--- src/common/uart_ctrl_pkg.sv ---
// ------------------------------------------------------------------------
// Shared definitions of the UART configuration controller: clock and
// timeout constants, SYN and acknowledgement characters, packet ids,
// field encodings, the standard setting and the received-word union
// ------------------------------------------------------------------------

package uart_ctrl_pkg;

  // System clock frequency in Hz
  localparam logic [31:0] CLK_FREQ_HZ = 32'd10_000_000;

  // Number of clock cycles in 50 ms
  localparam logic [31:0] DEFAULT_TIMEOUT = CLK_FREQ_HZ / 20;

  // Request bursts sent by a master before the configuration is given up
  localparam logic [1:0] MAX_ATTEMPTS = 2'd3;

  // SYN characters in one request burst
  localparam logic [1:0] SYN_COUNT = 2'd3;

  // ------------------------------------------------------------------------
  // Characters and packet ids
  // ------------------------------------------------------------------------

  localparam logic [7:0] SYN_CHAR  = 8'h16;

  // The id part of the acknowledgement (6'b000001) is not a configuration id
  localparam logic [7:0] ACKN_CHAR = 8'h06;

  localparam logic [5:0] DATA_WIDTH_ID  = 6'b110001;
  localparam logic [5:0] PARITY_MODE_ID = 6'b110010;
  localparam logic [5:0] STOP_BITS_ID   = 6'b110100;
  localparam logic [5:0] END_CONFIG_ID  = 6'b111000;

  // Data width field
  localparam logic [1:0] DW_5BIT = 2'b00;
  localparam logic [1:0] DW_6BIT = 2'b01;
  localparam logic [1:0] DW_7BIT = 2'b10;
  localparam logic [1:0] DW_8BIT = 2'b11;

  // Parity mode field, both upper codes disable the check
  localparam logic [1:0] PM_EVEN   = 2'b00;
  localparam logic [1:0] PM_ODD    = 2'b01;
  localparam logic [1:0] PM_NONE_A = 2'b10;
  localparam logic [1:0] PM_NONE_B = 2'b11;

  // Standard setting: 8 data bits, even parity, one stop bit, full duplex
  localparam logic [1:0] STD_DATA_WIDTH  = DW_8BIT;
  localparam logic [1:0] STD_PARITY_MODE = PM_EVEN;
  localparam logic [1:0] STD_STOP_BITS   = 2'b00;
  localparam logic [1:0] STD_COMM_MODE   = 2'b11;

  // A received byte is either plain data or a configuration packet
  // with the id in the upper six bits and the option in the lower two
  typedef union packed {
    logic [7:0] raw;
    struct packed {
      logic [5:0] id;
      logic [1:0] option;
    } packet;
  } rx_word_u;

endpackage

--- src/rtl/parity_checker.sv ---
// ------------------------------------------------------------------------
// Parity checker of received words with a one-cycle error pulse on
// each new mismatch
// ------------------------------------------------------------------------

`timescale 1ns/10ps

module parity_checker (
  input  logic                    clk_i,
  input  logic                    rst_n_i,
  input  uart_ctrl_pkg::rx_word_u rx_word_i,
  input  logic                    parity_bit_i,
  input  logic [1:0]              data_width_i,
  input  logic [1:0]              parity_mode_i,
  output logic                    parity_error_o
);

  import uart_ctrl_pkg::*;

  logic data_xor;
  logic mismatch;
  logic mismatch_q;

  // Only the bits that belong to the configured width enter the XOR
  always_comb begin
    case (data_width_i)
      DW_5BIT: data_xor = ^rx_word_i.raw[4:0];
      DW_6BIT: data_xor = ^rx_word_i.raw[5:0];
      DW_7BIT: data_xor = ^rx_word_i.raw[6:0];
      default: data_xor = ^rx_word_i.raw;
    endcase
  end

  // Odd parity expects the inverted XOR on the line
  always_comb begin
    case (parity_mode_i)
      PM_EVEN:   mismatch = (parity_bit_i != data_xor);
      PM_ODD:    mismatch = (parity_bit_i != ~data_xor);
      PM_NONE_A,
      PM_NONE_B: mismatch = 1'b0;
      default:   mismatch = 1'b0;
    endcase
  end

  // The pulse follows the rising edge of the mismatch by one cycle
  always_ff @(posedge clk_i) begin
    if (!rst_n_i) begin
      mismatch_q     <= 1'b0;
      parity_error_o <= 1'b0;
    end else begin
      mismatch_q     <= mismatch;
      parity_error_o <= mismatch && !mismatch_q;
    end
  end

endmodule

--- src/cfg/cfg_timer.sv ---
// ------------------------------------------------------------------------
// Configuration timer: cycle counter for acknowledgement timeouts and
// counter of master request attempts
// ------------------------------------------------------------------------

`timescale 1ns/10ps

module cfg_timer #(
  parameter logic [31:0] TIMEOUT_CYCLES = uart_ctrl_pkg::DEFAULT_TIMEOUT
) (
  input  logic clk_i,
  input  logic rst_n_i,
  input  logic timer_run_i,
  input  logic attempt_inc_i,
  input  logic attempt_clr_i,
  output logic timeout_o,
  output logic attempts_spent_o
);

  import uart_ctrl_pkg::*;

  localparam int unsigned CNT_W = $clog2(TIMEOUT_CYCLES + 1);

  logic [CNT_W-1:0] count_q;
  logic [1:0]       attempts_q;

  // Counts while the FSM waits, holds at the limit and clears in any other state
  always_ff @(posedge clk_i) begin
    if (!rst_n_i || !timer_run_i) begin
      count_q <= '0;
    end else if (!timeout_o) begin
      count_q <= count_q + 1'b1;
    end
  end

  always_ff @(posedge clk_i) begin
    if (!rst_n_i || attempt_clr_i) begin
      attempts_q <= 2'd0;
    end else if (attempt_inc_i) begin
      attempts_q <= attempts_q + 2'd1;
    end
  end

  assign timeout_o        = (count_q == CNT_W'(TIMEOUT_CYCLES));
  assign attempts_spent_o = (attempts_q == MAX_ATTEMPTS);

endmodule

--- src/cfg/cfg_fsm.sv ---
// ------------------------------------------------------------------------
// Configuration FSM of the UART controller: CPU pass-through in MAIN,
// standard setup, master SYN burst and packet exchange, slave packet
// decoding with acknowledgement
// ------------------------------------------------------------------------

`timescale 1ns/10ps

module cfg_fsm (
  input  logic                    clk_i,
  input  logic                    rst_n_i,
  // Receive FIFO head
  input  logic                    rx_valid_i,
  input  uart_ctrl_pkg::rx_word_u rx_word_i,
  output logic                    rx_read_o,
  // Transmit FIFO push
  input  logic                    tx_done_i,
  output logic                    tx_write_o,
  output logic [7:0]              tx_data_o,
  // CPU side
  input  logic                    cpu_rx_read_i,
  input  logic                    cpu_tx_write_i,
  input  logic [7:0]              cpu_tx_data_i,
  input  logic                    cfg_req_mst_i,
  input  logic                    cfg_req_slv_i,
  input  logic                    enable_cfg_receive_i,
  input  logic                    set_std_config_i,
  input  logic [1:0]              data_width_i,
  input  logic [1:0]              parity_mode_i,
  input  logic [1:0]              stop_bits_i,
  input  logic [1:0]              comm_mode_i,
  // Configuration towards the outside registers
  output logic [1:0]              data_width_o,
  output logic [1:0]              parity_mode_o,
  output logic [1:0]              stop_bits_o,
  output logic [1:0]              comm_mode_o,
  output logic                    cfg_store_o,
  output logic                    config_done_o,
  output logic                    config_error_o,
  // Timer interface
  input  logic                    timeout_i,
  input  logic                    attempts_spent_i,
  output logic                    timer_run_o,
  output logic                    attempt_inc_o,
  output logic                    attempt_clr_o
);

  import uart_ctrl_pkg::*;

  localparam logic [3:0] S_MAIN          = 4'd0;
  localparam logic [3:0] S_STD_CONFIG    = 4'd1;
  localparam logic [3:0] S_SYN_BURST     = 4'd2;
  localparam logic [3:0] S_WAIT_REQ_ACKN = 4'd3;
  localparam logic [3:0] S_SEND_PKT      = 4'd4;
  localparam logic [3:0] S_WAIT_TX_MST   = 4'd5;
  localparam logic [3:0] S_WAIT_ACKN_MST = 4'd6;
  localparam logic [3:0] S_SETUP_SLV     = 4'd7;
  localparam logic [3:0] S_SEND_ACKN_SLV = 4'd8;
  localparam logic [3:0] S_WAIT_TX_SLV   = 4'd9;

  // Packet order of the master, the slave only uses FLD_END as a marker
  localparam logic [1:0] FLD_DW  = 2'd0;
  localparam logic [1:0] FLD_PM  = 2'd1;
  localparam logic [1:0] FLD_SB  = 2'd2;
  localparam logic [1:0] FLD_END = 2'd3;

  logic [3:0] state_q, state_d;
  logic [1:0] field_q, field_d;
  logic [1:0] syn_cnt_q, syn_cnt_d;
  logic       ackn_rx;
  rx_word_u   tx_pkt;

  always_ff @(posedge clk_i) begin
    if (!rst_n_i) begin
      state_q   <= S_MAIN;
      field_q   <= FLD_DW;
      syn_cnt_q <= 2'd0;
    end else begin
      state_q   <= state_d;
      field_q   <= field_d;
      syn_cnt_q <= syn_cnt_d;
    end
  end

  // An acknowledgement counts only when the FIFO really holds a word
  assign ackn_rx = rx_valid_i && (rx_word_i.raw == ACKN_CHAR);

  // Outgoing master packet for the current field
  always_comb begin
    case (field_q)
      FLD_DW:  tx_pkt.packet = '{id: DATA_WIDTH_ID,  option: data_width_i};
      FLD_PM:  tx_pkt.packet = '{id: PARITY_MODE_ID, option: parity_mode_i};
      FLD_SB:  tx_pkt.packet = '{id: STOP_BITS_ID,   option: stop_bits_i};
      default: tx_pkt.packet = '{id: END_CONFIG_ID,  option: 2'b00};
    endcase
  end

  assign config_done_o = (state_q == S_MAIN);

  always_comb begin
    // Outside MAIN the CPU strobes are blocked and the config passes through
    state_d        = state_q;
    field_d        = field_q;
    syn_cnt_d      = 2'd0;
    rx_read_o      = 1'b0;
    tx_write_o     = 1'b0;
    tx_data_o      = cpu_tx_data_i;
    data_width_o   = data_width_i;
    parity_mode_o  = parity_mode_i;
    stop_bits_o    = stop_bits_i;
    comm_mode_o    = comm_mode_i;
    cfg_store_o    = 1'b0;
    config_error_o = 1'b0;
    timer_run_o    = 1'b0;
    attempt_inc_o  = 1'b0;
    attempt_clr_o  = 1'b0;

    case (state_q)
      S_MAIN: begin
        field_d    = FLD_DW;
        rx_read_o  = cpu_rx_read_i;
        tx_write_o = cpu_tx_write_i;
        // A request from the peer wins over a local one
        if (cfg_req_slv_i && enable_cfg_receive_i) begin
          state_d = S_SEND_ACKN_SLV;
        end else if (cfg_req_mst_i) begin
          attempt_clr_o = 1'b1;
          state_d       = S_SYN_BURST;
        end else if (set_std_config_i) begin
          state_d = S_STD_CONFIG;
        end
      end

      S_STD_CONFIG: begin
        cfg_store_o   = 1'b1;
        data_width_o  = STD_DATA_WIDTH;
        parity_mode_o = STD_PARITY_MODE;
        stop_bits_o   = STD_STOP_BITS;
        comm_mode_o   = STD_COMM_MODE;
        state_d       = S_MAIN;
      end

      // One SYN per cycle, the first one of a burst counts as an attempt
      S_SYN_BURST: begin
        tx_write_o    = 1'b1;
        tx_data_o     = SYN_CHAR;
        attempt_inc_o = (syn_cnt_q == 2'd0);
        syn_cnt_d     = syn_cnt_q + 2'd1;
        if (syn_cnt_q == SYN_COUNT - 2'd1) begin
          syn_cnt_d = 2'd0;
          state_d   = S_WAIT_REQ_ACKN;
        end
      end

      // Words other than the acknowledgement are popped and dropped
      S_WAIT_REQ_ACKN: begin
        timer_run_o = 1'b1;
        rx_read_o   = rx_valid_i;
        if (timeout_i) begin
          if (attempts_spent_i) begin
            config_error_o = 1'b1;
            state_d        = S_STD_CONFIG;
          end else begin
            state_d = S_SYN_BURST;
          end
        end else if (ackn_rx) begin
          state_d = S_SEND_PKT;
        end
      end

      S_SEND_PKT: begin
        tx_write_o = 1'b1;
        tx_data_o  = tx_pkt.raw;
        state_d    = S_WAIT_TX_MST;
      end

      // No limit here, the transmitter applies back-pressure
      S_WAIT_TX_MST: begin
        if (tx_done_i) begin
          state_d = S_WAIT_ACKN_MST;
        end
      end

      S_WAIT_ACKN_MST: begin
        timer_run_o = 1'b1;
        rx_read_o   = rx_valid_i;
        if (timeout_i) begin
          config_error_o = 1'b1;
          state_d        = S_STD_CONFIG;
        end else if (ackn_rx) begin
          if (field_q == FLD_END) begin
            state_d = S_MAIN;
          end else begin
            field_d = field_q + 2'd1;
            state_d = S_SEND_PKT;
          end
        end
      end

      // Field packets are stored at once, unknown ids are ignored
      S_SETUP_SLV: begin
        timer_run_o = 1'b1;
        rx_read_o   = rx_valid_i;
        if (timeout_i) begin
          config_error_o = 1'b1;
          state_d        = S_STD_CONFIG;
        end else if (rx_valid_i) begin
          case (rx_word_i.packet.id)
            DATA_WIDTH_ID: begin
              data_width_o = rx_word_i.packet.option;
              cfg_store_o  = 1'b1;
              state_d      = S_SEND_ACKN_SLV;
            end
            PARITY_MODE_ID: begin
              parity_mode_o = rx_word_i.packet.option;
              cfg_store_o   = 1'b1;
              state_d       = S_SEND_ACKN_SLV;
            end
            STOP_BITS_ID: begin
              stop_bits_o = rx_word_i.packet.option;
              cfg_store_o = 1'b1;
              state_d     = S_SEND_ACKN_SLV;
            end
            END_CONFIG_ID: begin
              field_d = FLD_END;
              state_d = S_SEND_ACKN_SLV;
            end
            default: begin
              state_d = S_SETUP_SLV;
            end
          endcase
        end
      end

      S_SEND_ACKN_SLV: begin
        tx_write_o = 1'b1;
        tx_data_o  = ACKN_CHAR;
        state_d    = S_WAIT_TX_SLV;
      end

      // Return to MAIN once the acknowledgement of the end packet has left
      S_WAIT_TX_SLV: begin
        if (tx_done_i) begin
          state_d = (field_q == FLD_END) ? S_MAIN : S_SETUP_SLV;
        end
      end

      default: begin
        state_d = S_MAIN;
      end
    endcase
  end

endmodule

--- src/rtl/uart_ctrl_top.sv ---
// ------------------------------------------------------------------------
// Top level of the UART configuration controller: configuration FSM,
// timeout timer, parity checker and the transmit/receive enables
// ------------------------------------------------------------------------

`timescale 1ns/10ps

module uart_ctrl_top #(
  parameter logic [31:0] TIMEOUT_CYCLES = uart_ctrl_pkg::DEFAULT_TIMEOUT
) (
  input  logic                    clk_i,
  input  logic                    rst_n_i,
  // Receive FIFO
  input  logic                    rx_valid_i,
  input  uart_ctrl_pkg::rx_word_u rx_word_i,
  input  logic                    parity_bit_i,
  output logic                    rx_read_o,
  // Transmit FIFO
  input  logic                    tx_done_i,
  output logic                    tx_write_o,
  output logic [7:0]              tx_data_o,
  // CPU
  input  logic                    cpu_rx_read_i,
  input  logic                    cpu_tx_write_i,
  input  logic [7:0]              cpu_tx_data_i,
  input  logic                    cfg_req_mst_i,
  input  logic                    cfg_req_slv_i,
  input  logic                    enable_cfg_receive_i,
  input  logic                    set_std_config_i,
  input  logic [1:0]              data_width_i,
  input  logic [1:0]              parity_mode_i,
  input  logic [1:0]              stop_bits_i,
  input  logic [1:0]              comm_mode_i,
  // Configuration and status
  output logic [1:0]              data_width_o,
  output logic [1:0]              parity_mode_o,
  output logic [1:0]              stop_bits_o,
  output logic [1:0]              comm_mode_o,
  output logic                    cfg_store_o,
  output logic                    config_done_o,
  output logic                    config_error_o,
  output logic                    parity_error_o,
  output logic                    tx_enable_o,
  output logic                    rx_enable_o
);

  logic timer_run;
  logic attempt_inc;
  logic attempt_clr;
  logic timeout;
  logic attempts_spent;

  // ------------------------------------------------------------------------
  // Configuration FSM and its timer
  // ------------------------------------------------------------------------

  cfg_fsm u_cfg_fsm (
    .clk_i                (clk_i),
    .rst_n_i              (rst_n_i),
    .rx_valid_i           (rx_valid_i),
    .rx_word_i            (rx_word_i),
    .rx_read_o            (rx_read_o),
    .tx_done_i            (tx_done_i),
    .tx_write_o           (tx_write_o),
    .tx_data_o            (tx_data_o),
    .cpu_rx_read_i        (cpu_rx_read_i),
    .cpu_tx_write_i       (cpu_tx_write_i),
    .cpu_tx_data_i        (cpu_tx_data_i),
    .cfg_req_mst_i        (cfg_req_mst_i),
    .cfg_req_slv_i        (cfg_req_slv_i),
    .enable_cfg_receive_i (enable_cfg_receive_i),
    .set_std_config_i     (set_std_config_i),
    .data_width_i         (data_width_i),
    .parity_mode_i        (parity_mode_i),
    .stop_bits_i          (stop_bits_i),
    .comm_mode_i          (comm_mode_i),
    .data_width_o         (data_width_o),
    .parity_mode_o        (parity_mode_o),
    .stop_bits_o          (stop_bits_o),
    .comm_mode_o          (comm_mode_o),
    .cfg_store_o          (cfg_store_o),
    .config_done_o        (config_done_o),
    .config_error_o       (config_error_o),
    .timeout_i            (timeout),
    .attempts_spent_i     (attempts_spent),
    .timer_run_o          (timer_run),
    .attempt_inc_o        (attempt_inc),
    .attempt_clr_o        (attempt_clr)
  );

  cfg_timer #(
    .TIMEOUT_CYCLES (TIMEOUT_CYCLES)
  ) u_cfg_timer (
    .clk_i            (clk_i),
    .rst_n_i          (rst_n_i),
    .timer_run_i      (timer_run),
    .attempt_inc_i    (attempt_inc),
    .attempt_clr_i    (attempt_clr),
    .timeout_o        (timeout),
    .attempts_spent_o (attempts_spent)
  );

  // Parity uses the configuration currently applied by the CPU
  parity_checker u_parity_checker (
    .clk_i          (clk_i),
    .rst_n_i        (rst_n_i),
    .rx_word_i      (rx_word_i),
    .parity_bit_i   (parity_bit_i),
    .data_width_i   (data_width_i),
    .parity_mode_i  (parity_mode_i),
    .parity_error_o (parity_error_o)
  );

  // Bit 0 of the communication mode enables the transmitter, bit 1 the receiver
  assign tx_enable_o = comm_mode_i[0];
  assign rx_enable_o = comm_mode_i[1];

endmodule

--- config.mk ---
export PLATFORM = sky130hd
export DESIGN_NAME = uart_ctrl_top
export DESIGN_NICKNAME = d
export VERILOG_FILES = /design/src/common/uart_ctrl_pkg.sv /design/src/rtl/parity_checker.sv /design/src/cfg/cfg_timer.sv /design/src/cfg/cfg_fsm.sv /design/src/rtl/uart_ctrl_top.sv
export SDC_FILE = /design/constraint.sdc
export NUM_CORES = 1
export LEC_CHECK = 0
export ABC_CLOCK_PERIOD_IN_PS = 4200
export BUFFER_PORTS_ARGS = -buffer_cell sky130_fd_sc_hd__buf_2
export CAP_MARGIN = 20
export CORE_ASPECT_RATIO = 1.5
export CORE_UTILIZATION = 60
export CTS_BUF_LIST = sky130_fd_sc_hd__clkbuf_8
export CTS_CLUSTER_DIAMETER = 100
export DETAILED_ROUTE_END_ITERATION = 8
export MAX_ROUTING_LAYER = met4
export PLACE_DENSITY = 0.93
export REMOVE_ABC_BUFFERS = 1
export SETUP_SLACK_MARGIN = 0.05
export SYNTH_ARGS = -nofsm -noshare
export SYNTH_HDL_FRONTEND = slang
export SYNTH_SLANG_ARGS = --single-unit
--- constraint.sdc ---
create_clock -name clk_i -period 4.2 [get_ports clk_i]
set_input_delay 0.42 -clock clk_i [delete_from_list [all_inputs] [get_ports clk_i]]
set_output_delay 0.42 -clock clk_i [all_outputs]
set_load 0.01 [all_outputs]
==> key figures, run 1 <==
Clock tree
  • Clk sinks: 31
  • TritonCTS clock tree: yes
  • Post-cts sizing count: 0
  • Clk root buf: clkbuf_8
  • CTS max path bufs: 2
  • H-tree levels: 2
  • CTS clock-pin slew for the worst setup and hold paths: 70 ps
  • Post-CTS Hold Buffers: 0
  • CTS buffer count: 5
  • Clk Latency, worst-skew pair: 280 ps
  • Post-CTS setup buffer count: 0

Global routing
  • GRT Overall Usage: 30.9%
  • Vias in the first global route: 2290
  • Largest net degree at the start of global routing: 29
  • Final global-route overflow total: 0
  • Initial antenna violation count: 0
  • First-pass GRT wire length: 9610 µm

Layout
  • Most common cell after layout, fill and taps aside: buf_2
  • Filler cell count in the final layout: 292
  • Diode count: 0
  • Register area: 621 µm²
  • Most frequent cells in the layout: buf_2, nor2_1, dfxtp_1
  • Area grow syn2layout: 14.7%
  • Non-Filler Instances: 409
  • Layout cell share with drive strength beyond 1: 20.8%
  • Multi-input logic area: 0.00160 mm²
  • Layout Nets: 418

Placed design
  • Placer congestion estimate: 0.881
  • Cell count after placement: 401
  • Post-Place Worst Slack: 1730 ps
  • PortBufs: 58
  • Post-detail-place hpwl: 4420 µm

Synthesis
  • Post-Syn Area: 0.00240 mm²
  • Ys flop type: dfxtp_1
  • EDFF count, synth: 0
  • Synth Register Bits: 31
  • Sequential area share after synthesis: 25.9%
  • Syn Inst Count: 315
  • Syn_area_per_cell: 7.61 µm²
  • Warnings from Yosys: 0
  • Yosys cell types: 52
  • Async S/R FF share, synth: 0%

STA
  • Final setup violating endpoints: 0
  • Slew Limit Headroom: 42.6%
  • Worst Skew: 3.77 ps
  • Worst setup margin: 1400 ps
  • Hold Vio Cnt, Final: 0
  • RSZ-0062 raised after global routing: false
  • Period minus WS final: 2800 ps
  • Setup TNS: 0 ps
  • Slew Limit Fails: 0
  • Period utilization: 66.6%
  • Peak Freq: 358 MHz
  • Slew @ Worst Pin: 853 ps

Critical path
  • Required @ worst endpoint: 3780 ps
  • Critical R2R Launch: u_cfg_fsm.state_q[0]
  • CP Capture Type: primary output
  • CP Launch Type: flip-flop
  • Worst Path Max Fanout: 28
  • Crit path kind: reg -> out
  • Worst R2R Path Depth: 6
  • Reg2Reg Setup Slack: 2070 ps
  • Reg2reg end: u_cfg_fsm.state_q[3]
  • Worst Path Arrival: 2380 ps
  • Beginning of the critical path: u_cfg_fsm.state_q[0]
  • Worst setup endpoint: data_width_o[1]

Floorplan
  • Core Region: 0.00375 mm²
  • Rows: 27
  • Vert. Die Dim: 79.4 µm
  • Initial core utilization: 63.9%
  • Die area: 0.00426 mm²
  • Die width: 53.6 µm
  • IO Count: 59

Drt
  • Wirelength per Cell: 14.0 µm
  • First DRT Iteration DRCs: 74
  • Detailed Routing Iterations Pass 1: 5
  • Total vias in the final route: 2431
  • DR vias/cell: 5.94
  • DRC errors left: 0
  • Antenna Nets Post-Route: 0
  • Detailed Route WL: 5740 µm

Pwr
  • Power per cell area: 430 mW/mm²
  • Pleak: 1.17 nW
  • IR drop worst, VDD: 0.319 mV

Status
  • Status: completed

Flow run
  • Max-cap violation count: 0

Min path
  • Worst min path class: in -> reg
[state kept, by name, indices dropped and copies added (netlist names)]
signal / cells
u_cfg_timer.count_q: 19
u_cfg_fsm.field_q: 2
u_parity_checker.parity_error_o: 1
u_cfg_timer.attempts_q: 2
u_parity_checker.mismatch_q: 1
u_cfg_fsm.state_q: 4
u_cfg_fsm.syn_cnt_q: 2
[worst min path at each step]
stage	startpoint	end	depth (start not counted)
after floorplan	u_parity_checker.mismatch_q	u_parity_checker.parity_error_o	1
after global routing	tx_done_i	u_cfg_fsm.state_q[3]	2
final	tx_done_i	u_cfg_fsm.state_q[3]	2
after global placement	u_parity_checker.mismatch_q	u_parity_checker.parity_error_o	1
after CTS	tx_done_i	u_cfg_fsm.state_q[3]	2
after detailed placement	u_parity_checker.mismatch_q	u_parity_checker.parity_error_o	1
[worst max-delay path, stage by stage, from the launching register on]
cell and delay (ps):
dfxtp_1 870, nand3_1 330, nor3_1 440, mux2i_1 230
nand2_1 70, buf_2 150
[routing by layer]
layer,GRT usage [%],routed length [µm]
met1,33.6,2230
met2,51.6,3070
met3,5.14,299
met4,16.8,139
met5,-,0
[where the power goes]
group	internal [mW]	leakage (nW)	total [mW]	switching [mW]
logic	0.239	0.870	0.530	0.291
clock network	0.149	0.0505	0.262	0.113
registers	0.320	0.251	0.389	0.0695
[layout make-up]
cell class / count / share of cell area (%)
Clock buffer: 7 / 3.50
Sequential cell: 31 / 22.6
Tap cell: 43 / 1.96
Clock inverter: 1 / 0.273
Timing Repair Buffer: 59 / 10.8
Multi-Input combinational cell: 249 / 58.3
Inverter: 19 / 2.59
[Yosys cell counts (2+ instances only)]
cell type  number  area share (%)
a211o_1         2            0.73
a21oi_1        18             3.8
a222oi_1        2            0.84
a22o_1          2            0.73
a32o_1          4             1.7
and3_1          5             1.3
buf_2           4            0.84
buf_4           2            0.63
buf_6           4             1.9
clkbuf_1        6            0.94
dfxtp_1        31              26
ha_1           18             9.4
inv_1          19             3.0
mux2i_1         3             1.3
nand2_1        28             4.4
nand2b_1        7             1.8
nand3_1        26             5.4
nand4_1         9             2.3
nor2_1         39             6.1
nor2b_1         4             1.0
nor3_1         15             3.1
nor4b_1         2            0.73
o211ai_1        3            0.94
o21ai_0         7             1.5
o21ai_1         2            0.42
o221a_2         2            0.94
o22ai_1         3            0.78
o311ai_0        2            0.73
or2_2           2            0.52
or3_1           3            0.78
xnor2_1        11             4.0
xor2_1         10             3.7
[cells by family (layout without fill, tap and decap cells)]
logic type,after synthesis,after routing,synth area share (%)
compound gates,58,58,16.8
xor+xnor,22,22,8.62
fa+ha+maj,18,18,9.40
buf+inv,35,86,7.26
flops,31,31,25.9
mux,3,3,1.25
simple gates,148,148,30.8
[metrics by stage]
| stage | utilization [%] | hold WS (ps) | power [mW] | instance area [µm²] |
|---|---|---|---|---|
| 6_report | 73.3 | 385 | 1.18 | 2750 |
| 5_1_grt | 73.3 | 389 | 1.27 | 2750 |
| 4_1_cts | 73.3 | 379 | 1.18 | 2750 |
| 3_5_place_dp | 70.5 | 396 | 0.918 | 2650 |
| 3_3_place_gp | 70.5 | 383 | 0.895 | 2650 |
| 2_1_floorplan | - | 376 | 0.748 | 2290 |
(Power assumes the default switching activity.)
==> inputs of run 2 (changes only) <==
--- a/config.mk
+++ b/config.mk
@@ -5,16 +5,16 @@
 export SDC_FILE = /design/constraint.sdc
 export NUM_CORES = 1
 export LEC_CHECK = 0
-export ABC_CLOCK_PERIOD_IN_PS = 4200
+export ABC_CLOCK_PERIOD_IN_PS = 2840
 export BUFFER_PORTS_ARGS = -buffer_cell sky130_fd_sc_hd__buf_2
 export CAP_MARGIN = 20
 export CORE_ASPECT_RATIO = 1.5
-export CORE_UTILIZATION = 60
+export CORE_UTILIZATION = 56
 export CTS_BUF_LIST = sky130_fd_sc_hd__clkbuf_8
 export CTS_CLUSTER_DIAMETER = 100
 export DETAILED_ROUTE_END_ITERATION = 8
 export MAX_ROUTING_LAYER = met4
-export PLACE_DENSITY = 0.93
+export PLACE_DENSITY = 0.88
 export REMOVE_ABC_BUFFERS = 1
 export SETUP_SLACK_MARGIN = 0.05
 export SYNTH_ARGS = -nofsm -noshare
==> constraint.sdc (replaced) <==
create_clock -name clk_i -period 2.84 [get_ports clk_i]
set_input_delay 0.284 -clock clk_i [delete_from_list [all_inputs] [get_ports clk_i]]
set_output_delay 0.284 -clock clk_i [all_outputs]
set_load 0.01 [all_outputs]
==> key figures, run 2 (same netlist as run 1, synthesis figures left out) <==
STA
  • Slew Limit Fails: 0 (unchanged)
  • Hold Vio Cnt, Final: 0 (unchanged)
  • Setup TNS: 0 ps (unchanged)
  • Period minus WS final: 2520 ps
  • Final setup violating endpoints: 0 (unchanged)
  • Worst Skew: 2.58 ps (-1.19 ps)
  • Slew Limit Headroom: 44.9% (+2.3 points)
  • RSZ-0062 raised after global routing: false
  • Peak Freq: 397 MHz
  • Slew @ Worst Pin: 818 ps (-34.1 ps)
  • Period utilization: 88.7%

Drt
  • Total vias in the final route: 2454 (+0.95%)
  • DRC errors left: 0 (unchanged)
  • Detailed Route WL: 5700 µm (-0.73%)
  • First DRT Iteration DRCs: 108 (+46%)
  • Antenna Nets Post-Route: 0 (unchanged)
  • Wirelength per Cell: 13.8 µm (-1.5%)
  • DR vias/cell: 5.96 (+0.21%)
  • Detailed Routing Iterations Pass 1: 4 (-1)

Floorplan
  • Die area: 0.00455 mm² (+6.9%)
  • Core Region: 0.00403 mm² (+7.4%)
  • Die width: 55.4 µm (+3.4%)
  • Vert. Die Dim: 82.1 µm (+3.4%)
  • Initial core utilization: 59.5% (-4.4 points)
  • IO Count: 59 (unchanged)
  • Rows: 28 (+3.7%)

Clock tree
  • CTS clock-pin slew for the worst setup and hold paths: 60 ps (about the same)
  • Clk root buf: clkbuf_8
  • CTS max path bufs: 2 (unchanged)
  • CTS buffer count: 5 (unchanged)
  • TritonCTS clock tree: yes
  • H-tree levels: 2 (unchanged)
  • Clk Latency, worst-skew pair: 280 ps (about the same)
  • Clk sinks: 31 (unchanged)
  • Post-CTS Hold Buffers: 0 (unchanged)

Status
  • Status: completed

Layout
  • Top reg by flops: u_cfg_timer.count_q
  • Most frequent cells in the layout: buf_2, nor2_1, dfxtp_1
  • Diode count: 0 (unchanged)
  • Area grow syn2layout: 15.5%
  • Layout Nets: 420 (+0.48%)
  • Most common cell after layout, fill and taps aside: buf_2
  • Max FFs per register: 19 (unchanged)
  • Fin util: 68.7% (-4.6 points)
  • Biggest regs: u_cfg_timer.count_q x19, u_cfg_fsm.state_q x4
  • Layout cell share with drive strength beyond 1: 21.0% (+0.22 points)

Pwr
  • Pleak: 1.19 nW (+1.4%)
  • IR drop worst, VDD: 0.609 mV (+91%)
  • Power per cell area: 646 mW/mm² (+50%)

Global routing
  • Largest net degree at the start of global routing: 25 (-14%)
  • GRT Overall Usage: 26.6% (-4.3 points)
  • Vias in the first global route: 2255 (-1.5%)
  • First-pass GRT wire length: 9540 µm (-0.72%)
  • Initial antenna violation count: 0 (unchanged)
  • Final global-route overflow total: 0 (unchanged)

Critical path
  • Crit path cell chain: nand3_1, nor3_1, mux2i_1, nand2_1, buf_2
  • CP delay by family, top: simple AND/OR/NAND/NOR gates
  • Required @ worst endpoint: 2560 ps (-1220 ps)
  • CP Capture Type: primary output
  • CP Launch Type: flip-flop
  • Slowest cell on the critical path: dfxtp_1
  • Reg2reg end: u_cfg_fsm.state_q[3]
  • Bufs and invs on worst path: 1 (unchanged)
  • Worst R2R Path Depth: 6 (unchanged)
  • Worst Path Arrival: 2240 ps (-140 ps)
  • Reg2Reg Setup Slack: 760 ps (-1310 ps)
  • Critical R2R Launch: u_cfg_fsm.state_q[2]
  • Biggest cell delay along the critical path: 780 ps (-90 ps)
  • Crit path kind: reg -> out
  • Worst Path Max Fanout: 24 (-14%)

Min path
  • Worst min path class: in -> reg
  • Hold Crit Start: tx_done_i
  • Hold path endpoint: u_cfg_fsm.state_q[3]
  • Hold depth: 2 (unchanged)

Placed design
  • Post-detail-place hpwl: 4420 µm (-0.14%)
  • Placer congestion estimate: 0.864 (-2.0%)
  • PortBufs: 58 (unchanged)

Flow run
  • Max-cap violation count: 0 (unchanged)
[run 2: cell count changes in the layout (fill, tap and decap cells not counted), sizes merged]
cell | previous run | this run
clkbuf | 7 | 5
bufinv | 0 | 1
buf | 59 | 61
clkinvlp | 1 | 0
inv | 19 | 20
[run 2: report_power, final]
group	internal (mW)	switching (mW)	total (mW)	leakage, nW
Sequential	0.474	0.0753	0.550	0.251
Clock	0.253	0.157	0.410	0.0554
Combinational	0.363	0.464	0.827	0.880
[run 2: cell type report]
| type | instances | area (µm²) |
|---|---|---|
| flip-flops and latches | 31 | 622 |
| multi-input cells | 249 | 1600 |
| clock buffers | 5 | 68.8 |
| repair buffers | 61 | 313 |
| fillers | 345 | 1260 |
| clock inverters | 2 | 33.8 |
| well taps | 45 | 56.3 |
| inverters | 19 | 71.3 |
[run 2: timing repair]
item | CTS | global route
buffers inserted | 0 | 0
setup endpoints to repair | 0 | 1
gates resized for setup | 0 | 1
[run 2: stage by stage]
step / total power, mW / cell area, µm² / hold WS [ps] / instances / setup slack (ps)
finish: 1.79 / 2770 / 256 / 412 / 320
global route: 1.91 / 2770 / 267 / 412 / 178
CTS: 1.78 / 2770 / 266 / 412 / 253
detailed placement: 1.37 / 2660 / 391 / 405 / 575
global placement: 1.34 / 2660 / 382 / 405 / 650
floorplan: 1.11 / 2290 / 376 / 299 / 467
[run 2: routing by layer]
layer,vias up,share of wire (%),GRT usage [%]
li1,1225,-,-
met1,1142,41,27.9
met2,73,53,49.9
met3,14,4.1,4.21
met4,0,1.9,11.0
met5,-,0,-
[run 2: worst max path at each step]
stage / slack, ps / endpoint / start / cells after the start
final: 320 / data_width_o[1] / u_cfg_fsm.state_q[2] / 5
after global routing: 180 / data_width_o[1] / u_cfg_fsm.state_q[2] / 5
after CTS: 250 / data_width_o[1] / u_cfg_fsm.state_q[1] / 6
after detailed placement: 580 / data_width_o[1] / u_cfg_fsm.state_q[1] / 6
after global placement: 650 / data_width_o[1] / u_cfg_fsm.state_q[1] / 6
after floorplan: 470 / parity_mode_o[0] / u_cfg_timer.count_q[10] / 6
